## src/logic/cacheCmdPkg.sv

```systemverilog
`default_nettype none

package cacheCmdPkg;

    // a write stores a tag and a line at the given index,
    // a lookup compares the tag against all valid entries.
    typedef enum logic [0:0] {
        cmdWrite  = 1'b0,
        cmdLookup = 1'b1
    } cmdT;

endpackage

`default_nettype wire

```

## src/logic/cacheGeomPkg.sv

```systemverilog
`default_nettype none

package cacheGeomPkg;

    // number of entries in the tag CAM and in the line store.
    localparam int numEntries = 64;

    // width of the tag compared against every entry.
    localparam int tagWidth = 16;

    // one data line per entry.
    localparam int lineWidth = 128;

    localparam int indexWidth = $clog2(numEntries);

    typedef logic [tagWidth-1:0] tagT;

    typedef logic [indexWidth-1:0] indexT;

    typedef logic [lineWidth-1:0] lineT;

    // one bit per entry, used for the valid and match vectors.
    typedef logic [numEntries-1:0] entryMaskT;

endpackage

`default_nettype wire

```

## src/logic/tagCam.sv

```systemverilog
`timescale 1ns/1ps
`default_nettype none

module tagCam (
    input  logic                    CLK,
    input  logic                    rst,
    input  logic                    enable,
    input  cacheCmdPkg::cmdT        cmd,
    input  cacheGeomPkg::indexT     writeIndex,
    input  cacheGeomPkg::tagT       tag,
    output cacheGeomPkg::entryMaskT matchVec
);

    import cacheGeomPkg::*;
    import cacheCmdPkg::*;

    entryMaskT validVec;
    entryMaskT writeSel;
    logic      writeEn;

    assign writeEn = enable && (cmd == cmdWrite);

    // one-hot decode of the write index, all zero when no write is taken.
    always_comb begin
        writeSel = '0;
        writeSel[writeIndex] = writeEn;
    end

    // an entry becomes valid on its first write and stays valid until reset.
    always_ff @(posedge CLK) begin
        if (rst) begin
            validVec <= '0;
        end else begin
            validVec <= validVec | writeSel;
        end
    end

    // each entry holds its own tag and compares it with the presented tag.
    // The compare runs every cycle; the line store decides whether it is used.
    for (genvar i = 0; i < numEntries; i++) begin : gEntry
        tagT tagReg;

        always_ff @(posedge CLK) begin
            if (writeSel[i]) begin
                tagReg <= tag;
            end
        end

        assign matchVec[i] = validVec[i] && (tagReg == tag);
    end

endmodule

`default_nettype wire

```

## config.mk

```make
export PLATFORM = sky130hd
export DESIGN_NAME = tagCam
export DESIGN_NICKNAME = d
export VERILOG_FILES = /design/src/logic/cacheCmdPkg.sv /design/src/logic/cacheGeomPkg.sv /design/src/logic/tagCam.sv
export SDC_FILE = /design/constraint.sdc
export NUM_CORES = 2
export LEC_CHECK = 0
export ABC_AREA = 1
export BUFFER_PORTS_ARGS = -buffer_cell sky130_fd_sc_hd__buf_2
export CORE_UTILIZATION = 56
export DETAILED_ROUTE_END_ITERATION = 16
export PLACE_DENSITY_LB_ADDON = 0.2
export SETUP_SLACK_MARGIN = 0.02
export SLEW_MARGIN = 20
export SYNTH_ARGS = -nofsm -noshare
export SYNTH_HDL_FRONTEND = slang
export SYNTH_SLANG_ARGS = --single-unit
```

## constraint.sdc

```tcl
create_clock -name CLK -period 4.1 [get_ports CLK]
set_clock_uncertainty 0.2 [all_clocks]
set_input_delay 0.205 -clock CLK [delete_from_list [all_inputs] [get_ports CLK]]
set_output_delay 0.205 -clock CLK [all_outputs]
set_load 0.01 [all_outputs]
```

==> impl_metrics.py <==
metrics = {
    "logic_synthesis": {
        "syn_inst": 5155,
        "synth_top_area_frac": 0.620,
        "synthArstFlopShare": 0,
        "ys_top_cells_by_count": "1780 x nand2_1, 1024 x edfxtp_1, 664 x inv_1",
        "yosysWarnings": 0,
        "synth_edf_count": 1024,
        "synth_nets": 5181,
        "yosys.area.top_type": "edfxtp_1",
        "yosysSeqAreaShare": 0.646,
        "ys.flop_type": "edfxtp_1",
        "syn_area_per_cell_sq_um": 9.62,
        "synthesis.area_sq_mm": 0.0496,
        "post-synth-top-count-cell": "nand2_1",
        "ys_types": 24,
        "ys_ff_latch": 1088,
        "synth_area_leaders": "edfxtp_1 62%, nand2_1 13%, inv_1 5.0%, nor2_1 4.9%, xor2_1 3.3%",
    },
    "drt": {
        "vias_per_cell": 5.32,
        "wl_per_cell_um": 19.8,
        "dr_total_vias": 34622,
        "drc_errors": 0,
        "drt_iter0_drc": 3621,
        "drtPass1Iterations": 5,
        "ant_nets": 0,
        "drt-total-wl_um": 129000,
    },
    "power_and_ir_drop": {
        "finalPower_uw": 23800,
        "leakagePower_uw": 0.0232,
        "irDropWorstVdd_uv": 377,
        "powerDensity_mw_per_mm2": 430,
    },
    "global_route": {
        "grt_first_pass_wirelength_um": 195000,
        "grt_max_degree": 122,
        "antenna_found_initial": 1,
        "grt_use_total": 0.289,
        "grt_overflow": 0,
        "grt_pass1_vias": 32670,
    },
    "worst_setup_path": {
        "startpoint": "tag[4]",
        "rr_startpoint": "validVec[21]$_SDFF_PP0_",
        "crit_chain": "dlygate4sd3_1 -> buf_6 -> clkinv_1 -> buf_4 -> nand2_1 -> nand2_1 -> nor2_1 -> nand2_1 -> nor2_1 -> nand2_1 -> nor2_1 -> buf_2",
        "crit_path_max_incr_delay_ns": 0.91,
        "crit_top_cell": "nand2_1",
        "slowest_stage": "clkinv_1",
        "required_ns": 3.69,
        "critPathKind": "in -> out",
        "endpoint_kind": "output pin",
        "critPathMaxFanout": 18,
        "critical_path_buf_inv_count": 5,
        "start_kind": "input pin",
        "crit_arrival_ns": 3.28,
        "reg2reg_depth": 3,
        "critPathTopFamily": "buffers and inverters",
        "crit_cells": 12,
    },
    "status": {
        "outcome": "completed",
    },
    "sta": {
        "min_period_over_period": 0.899,
        "slew_headroom": 0.230,
        "worst_pin_slew_ns": 1.15,
        "fin_crit_ns": 3.68,
        "grt_setup_unrepaired": "no",
        "worst_slack_ns": 0.416,
        "maxSlewViolCount": 0,
        "timing.setup.tns_ns": 0,
        "hold_viol_final": 0,
        "fmax_ghz": 0.271,
        "setup_violations": 0,
    },
    "final_layout": {
        "nets": 5287,
        "fin_util": 0.635,
        "syn2layout_area_growth_pct": 11.7,
        "drive_above_1_share": 0.0668,
    },
    "floorplanning": {
        "die_h_um": 300,
        "die_w_um": 300,
        "dieArea_sq_mm": 0.0897,
        "initial_utilization": 0.568,
        "num_io_pins": 90,
        "core_sq_mm": 0.0873,
        "rows": 108,
    },
    "clocking": {
        "clock_latency_ns": 0.68,
        "path_clk_slew_ns": 0.06,
        "cts-root-buf": "clkbuf_16",
        "clkSinkCount": 1088,
        "cts_tree": "done",
        "htreeDepth": 3,
        "cts_buffer_depth": 3,
        "cts_inserted_buffers": 111,
    },
    "placed_design": {
        "dpl_worst_slack_ns": 1.21,
        "dpl.hpwl_um": 70000,
        "port_buffers": 89,
        "gp_congestion": 0.840,
    },
    "flow_run": {
        "drv_cap": 0,
    },
    "min_path": {
        "whs_path_depth": 2,
        "holdCritStartpoint": "tag[10]",
        "hold_class": "in -> reg",
    },
}
[worst register-to-register path, delay by kind of cell, from the launching register on]
family | cells | cell delay, ns
DFF | 1 | 0.30
AOI/OAI and AO/OA | 1 | 0.06
buffers and inverters | 2 | 0.66
[per-stage QoR]
stage	hold WS (ns)	cells	instance area (sq um)
floorplan	0.104	5155	49600
global placement	0.235	6274	51400
detailed placement	0.241	6274	51400
CTS	0.00267	6512	55400
global route	0.0261	6512	55400
finish	0.0161	6513	55400
[final timing paths]
kind | endpoint | slack (ns)
worst max-delay path | matchVec[20] | 0.42
worst min-delay path | gEntry[0].tagReg[10]$_DFFE_PP_ | 0.02
worst max register to register | validVec[21]$_SDFF_PP0_ | 2.75
worst min register to register | validVec[53]$_SDFF_PP0_ | 0.26
[layout by cell type, fill, tap and decap left out, types with 2 or more instances in the layout]
cell type,instances
buf_12,16
clkinvlp_4,3
clkinv_1,20
xor2_1,184
inv_6,3
bufinv_16,12
buf_2,72
nor3_2,8
xnor2_1,57
inv_2,7
inv_16,2
buf_4,64
edfxtp_1,1024
inv_1,660
clkbuf_16,112
nand2_1,1780
clkinv_2,26
nor3_4,5
dlygate4sd3_1,29
buf_6,11
o22ai_1,112
a21oi_1,60
dfxtp_1,64
clkbuf_8,11
inv_4,3
nand4_1,19
clkbuf_1,27
o21ai_0,184
nand3_1,84
nor3_1,47
nor2_1,647
[final cells by class]
| class | instances | area [sq um] |
|---|---|---|
| multi-input combinational | 3190 | 14100 |
| inverter | 678 | 2560 |
| fill | 6947 | 31900 |
| sequential | 1088 | 32000 |
| timing repair buffer | 192 | 1580 |
| tap | 1155 | 1450 |
| clock inverter | 59 | 632 |
| antenna | 1 | 2.50 |
| clock buffer | 150 | 3060 |
[repair_timing]
item	in CTS	in global routing
gates resized for setup	0	0
hold buffers	29	0
setup buffers	0	0
endpoints found under the hold margin	337	0
[state kept, by name (all words and copies together) (netlist names)]
signal         count
gEntry.tagReg   1024
validVec          64
[report_power, final]
part | total (uW) | internal [uW] | switching (uW)
combinational | 1390 | 352 | 1040
clock | 10200 | 5980 | 4250
sequential | 12200 | 12200 | 16.3
total | 23800 | 18500 | 5310
[cell families (layout without fill, tap and decap cells)]
family,Yosys count,count (layout),synth area share
xor+xnor,241,241,0.0426
flops,1088,1088,0.646
compound gates,357,357,0.0390
buf+inv,877,1079,0.0698
simple gates,2592,2592,0.203
other cells,0,1,0
[layer usage]
layer | wire length, um | up-vias | part of all wire | global-route usage
li1 | - | 16681 | - | -
met1 | 54300 | 16348 | 0.42 | 0.409
met2 | 60500 | 1384 | 0.47 | 0.470
met3 | 10500 | 209 | 0.082 | 0.0368
met4 | 3480 | 0 | 0.027 | 0.0895
met5 | 0 | - | 0 | 0
Power figures use the tool's default switching activity.
