$ cat config.mk
export PLATFORM = sky130hd
export DESIGN_NAME = matchEncoder
export DESIGN_NICKNAME = d
export VERILOG_FILES = /design/src/logic/cacheGeomPkg.sv /design/src/logic/matchEncoder.sv
export SDC_FILE = /design/constraint.sdc
export NUM_CORES = 1
export LEC_CHECK = 0
export ABC_CLOCK_PERIOD_IN_PS = 1550
export BUFFER_PORTS_ARGS = -buffer_cell sky130_fd_sc_hd__buf_4
export CORE_MARGIN = 4
export CORE_UTILIZATION = 42
export DETAILED_ROUTE_END_ITERATION = 8
export PLACE_DENSITY = 0.85
export SLEW_MARGIN = 20
export SYNTH_ARGS = -nofsm -noshare
export SYNTH_HDL_FRONTEND = slang
export SYNTH_SLANG_ARGS = --single-unit
$ cat constraint.sdc
create_clock -name vclk -period 1.55
set_clock_uncertainty 0.15 [all_clocks]
set_input_delay 0.0775 -clock vclk [all_inputs]
set_output_delay 0.0775 -clock vclk [all_outputs]
set_load 0.03 [all_outputs]
$ cat src/logic/cacheGeomPkg.sv
`default_nettype none

package cacheGeomPkg;

    // number of entries in the tag CAM and in the line store.
    localparam int numEntries = 64;

    // width of the tag compared against every entry.
    localparam int tagWidth = 16;

    // one data line per entry.
    localparam int lineWidth = 128;

    localparam int indexWidth = $clog2(numEntries);

    typedef logic [tagWidth-1:0] tagT;

    typedef logic [indexWidth-1:0] indexT;

    typedef logic [lineWidth-1:0] lineT;

    // one bit per entry, used for the valid and match vectors.
    typedef logic [numEntries-1:0] entryMaskT;

endpackage

`default_nettype wire

$ cat src/logic/matchEncoder.sv
`timescale 1ns/1ps
`default_nettype none

module matchEncoder (
    input  cacheGeomPkg::entryMaskT matchVec,
    output cacheGeomPkg::indexT     matchIndex,
    output logic                    matchAny
);

    import cacheGeomPkg::*;

    // scan from the top entry down so that the lowest set bit is the last
    // one assigned. Several entries may hold the same tag, and the lowest
    // index always wins.
    always_comb begin
        matchIndex = '0;
        for (int i = numEntries - 1; i >= 0; i--) begin
            if (matchVec[i]) begin
                matchIndex = indexT'(i);
            end
        end
    end

    // matchIndex reads zero on a miss, so this flag tells a miss from entry 0.
    assign matchAny = |matchVec;

endmodule

`default_nettype wire

==> key figures, run 1 <==
Outcome
  • Status: stopped before the end
  • Stop stage: clock tree synthesis
  • Run Error: [ERROR DPL-0038] Utilization greater than 100%, impossible to legalize

Floorplanning
  • Die W: ~54 µm
  • Num rows: 16
  • DIE HEIGHT: 54.0 µm
  • IO Count: 71
  • Initial Util: 0.448

Placed design
  • Placement Cell Area: ~1800 µm²
  • Post-DP HPWL: about 3800 µm
  • GP Congestion: 0.873
  • IO Port Bufs: 71

Logic synthesis
  • Library cells used by synthesis: 40
  • Post-synthesis sequential area ratio: 0
  • Syn Inst Count: about 150
  • Area contributors post-synth: nor4_1 11%, nor2_1 8.0%, nor3_1 6.8%
  • Largest area contributor in the netlist: nor4_1
  • Avg Cell Area, Syn: between 6 and 7 µm²
  • Yosys warning total: 0
  • Syn Nets: between 200 and 250
  • Mapped cell area: a little under 900 µm²
  • Top-area cell type share of the netlist area: 0.113

Clock network
  • Post-CTS Setup Bufs: 3
  • # hold bufs at CTS: 0
  • Post-CTS resize count: between 40 and 50
[stage by stage]
step,instances,worst slack [ps],util
detailed placement,284,-308,0.913
global placement,284,-236,0.913
floorplan,145,-130,-
[Yosys cell counts (2+ instances only)]
library cell,number
nor4_4,2
nor2b_1,4
nand2b_1,4
a21boi_1,2
o21bai_1,3
or4_4,2
o211ai_1,4
or4_1,3
o311ai_1,2
o31ai_1,3
a31oi_1,2
o21a_1,3
nor3_1,12
nand3_1,6
inv_1,10
nand2_1,9
nor2_1,19
a21oi_1,10
nor4_1,16
o21ai_0,6
or3_1,3
a211oi_1,2
[logic make-up after synthesis]
kind of cell    count (synthesis)  synth area share
compound gates                 47             0.364
simple gates                   88             0.594
buf+inv                        10            0.0423
==> run 2, diff against run 1 <==
--- a/config.mk
+++ b/config.mk
@@ -7,10 +7,10 @@
 export LEC_CHECK = 0
 export ABC_CLOCK_PERIOD_IN_PS = 1550
 export BUFFER_PORTS_ARGS = -buffer_cell sky130_fd_sc_hd__buf_4
-export CORE_MARGIN = 4
-export CORE_UTILIZATION = 42
+export CORE_AREA = 4 4 65 67
 export DETAILED_ROUTE_END_ITERATION = 8
-export PLACE_DENSITY = 0.85
+export DIE_AREA = 0 0 69 71
+export PLACE_DENSITY_LB_ADDON = 0.15
 export SLEW_MARGIN = 20
 export SYNTH_ARGS = -nofsm -noshare
 export SYNTH_HDL_FRONTEND = slang
==> run 2 against run 1 <==
The flow now finishes, with violations (setup timing). Synthesized cell count did not move. Synthesized area did not move.
==> key figures, run 2 <==
Outcome
  • Status: finished, violations left
  • Failing checks: setup timing

GRT
  • First-pass GRT wire length: approximately 6700 µm
  • Vias in the first global route: 1556
  • Largest net degree at the start of global routing: 6
  • Initial antenna violation count: 0
  • Grt ovf: 0
  • GR Util All Layers: 0.155

Logic synthesis
  • Fraction of synthesized area in multiplexers: 0
  • Most common library cells after synthesis: 19 x nor2_1, 16 x nor4_1, 12 x nor3_1
  • Post-Synth XOR/XNOR Area: 0
  • Largest family of logic cells by synthesized area: simple AND/OR/NAND/NOR gates
  • Post-synthesis sequential area ratio: 0
  • Area share of and/or/nand/nor cells after synthesis: 0.594
  • Most common cell in the netlist: nor2_1
  • Syn Inst Count: ~150
  • Largest area contributor in the netlist: nor4_1
  • Library cells used by synthesis: 40
  • Syn Nets: ~210
  • Yosys warning total: 0
  • Area contributors post-synth: nor4_1 11%, nor2_1 8.0%, nor3_1 6.8%
  • Mapped cell area: ~900 µm²
  • Avg Cell Area, Syn: 6.12 µm²
  • Post-synthesis compound-gate area fraction: 0.364
  • Top-area cell type share of the netlist area: 0.113
  • Adder-Cell Fraction of Synth Area: 0

Power and ir drop
  • Worst vdd ir: ~100 µV
  • Static Leak: between 0.0009 and 0.001 µW
  • Reg power frac: 0
  • Switching power: around 190 µW
  • Final Power: between 400 and 500 µW
  • Clock power share: 0
  • Pint: 253 µW
  • Sw frac: 0.426
  • Logic pwr share: 1.000
  • Pwr dens: just over 200 nW/µm²

Timing
  • Total Neg Setup Slack: -1100 ps
  • Unrepaired setup endpoints after global routing: true
  • Final setup fails: 7
  • Fin worst setup slack: -238 ps
  • Max-slew violation count: 0
  • Rel. slew slack: 0.763
  • Max Fclk: roughly 560 MHz
  • Endpoints failing hold: 0
  • Final min period: about 1800 ps
  • Tcrit/Tclk final: 1.15
  • Worst Max-Slew Pin Slew: about 350 ps

Layout
  • Diodes inserted: 0
  • Layout area overhead: 141%
  • Share of layout cells above drive strength 1: 0.577
  • Register Area: 0 µm²
  • Num sequential: 0
  • Final cell count without fillers: 313
  • Clock Buffer Count: 0
  • Commonest non-fill, non-tap cell in the layout: buf_4
  • Commonest non-fill, non-tap cells in the layout: 101 x buf_4, 19 x nor2_1, 18 x buf_6
  • Final nets: ~330

Detailed routing
  • DRT iter0 DRCs: 45
  • DRC: 0
  • WL/cell: about 13 µm
  • Routed vias: around 1600
  • WL final: 4110 µm
  • DRT antenna net count: 0
  • Drt pass-1 iters: 3
  • Vias per std cell: slightly above 5

Setup path
  • Slowest cell on the critical path: or4_4
  • CP Max Fanout: 2
  • CP endpoint kind: primary output
  • Worst setup path class: input pin to primary output
  • CP required: 1320 ps
  • Max incr delay on CP: ~540 ps
  • Cell-by-cell trace of the critical path: buf_8 > or4_4 > nor4b_4 > nand3_2 > nor2_4 > nand3b_1 > buf_6
  • CP Data Arrival Time: about 1600 ps
  • Crit start category: input pin

Placed design
  • Post-DP HPWL: ~3300 µm
  • IO Port Bufs: 71
  • Placed insts: between 300 and 400
  • GP Congestion: about 0.83
  • Setup WS pre-CTS: -308 ps

Floorplanning
  • Die W: 69 µm
  • Initial Util: 0.244
  • Core area: 3630 µm²
  • DIE HEIGHT: between 70 and 80 µm
  • Die area: ~5000 µm²
  • Num rows: 22
  • IO Count: 71

Job
  • Max-Cap Viols: 0

Hold path
  • Worst Hold Class: input pin to primary output

Clock network
  • # hold bufs at CTS: 0
==> run 2: cell counts after synthesis <==
No cell type changed its count.
==> run 2: cell type report <==
type                       instances  area [µm²]
fill                             368        1500
inverter                          10        37.5
multi-input combinational        135        1060
tap                               48        60.1
timing repair buffer             120         976
==> run 2: logic make-up (layout without fill, tap and decap cells) <==
| family | count (synthesis) | count (layout) |
|---|---|---|
| compound gates | 47 | 47 |
| buf+inv | 10 | 130 |
| simple gates | 88 | 88 |
==> run 2: worst paths after layout <==
check | startpoint | slack [ps] | cells after the start | endpoint
worst max-delay path | matchVec[62] | -240 | 7 | matchAny
worst min-delay path | matchVec[1] | 470 | 5 | matchIndex[1]
==> run 2: power by group through the flow <==
| stage | Sequential [µW] | Combinational (µW) | Clock, µW |
|---|---|---|---|
| 4_1_cts | 0 | 410 | 0 |
| 6_report | 0 | 441 | 0 |
| 3_3_place_gp | 0 | 380 | 0 |
| 5_1_grt | 0 | 478 | 0 |
| 2_1_floorplan | 0 | 96.6 | 0 |
| 3_5_place_dp | 0 | 380 | 0 |
==> run 2: what timing repair did <==
action | in CTS | in global routing
pin swaps | 15 | 18
resized for setup | 28 | 26
buffers inserted | 1 | 3
endpoints found under the setup margin | 7 | 7
==> run 2: worst max-delay path: cells and delay by family <==
kind	cells	cell delay, ps
and+or+nand+nor	5	1240
buffers and inverters	2	240
==> run 2: stage by stage <==
stage	hold WS (ps)	instance area [µm²]	util
2_1_floorplan	186	935	-
3_3_place_gp	487	1870	0.515
3_5_place_dp	488	1870	0.515
4_1_cts	471	2010	0.552
5_1_grt	487	2140	0.588
6_report	465	2140	0.588
==> run 2: routing by layer <==
metal,track usage,vias up,share of wire
met4,0.0152,0,0.014
met3,0.0227,6,0.050
met5,0,-,0
li1,-,820,-
met2,0.300,47,0.53
met1,0.186,732,0.41
Power figures use the tool's default switching activity.
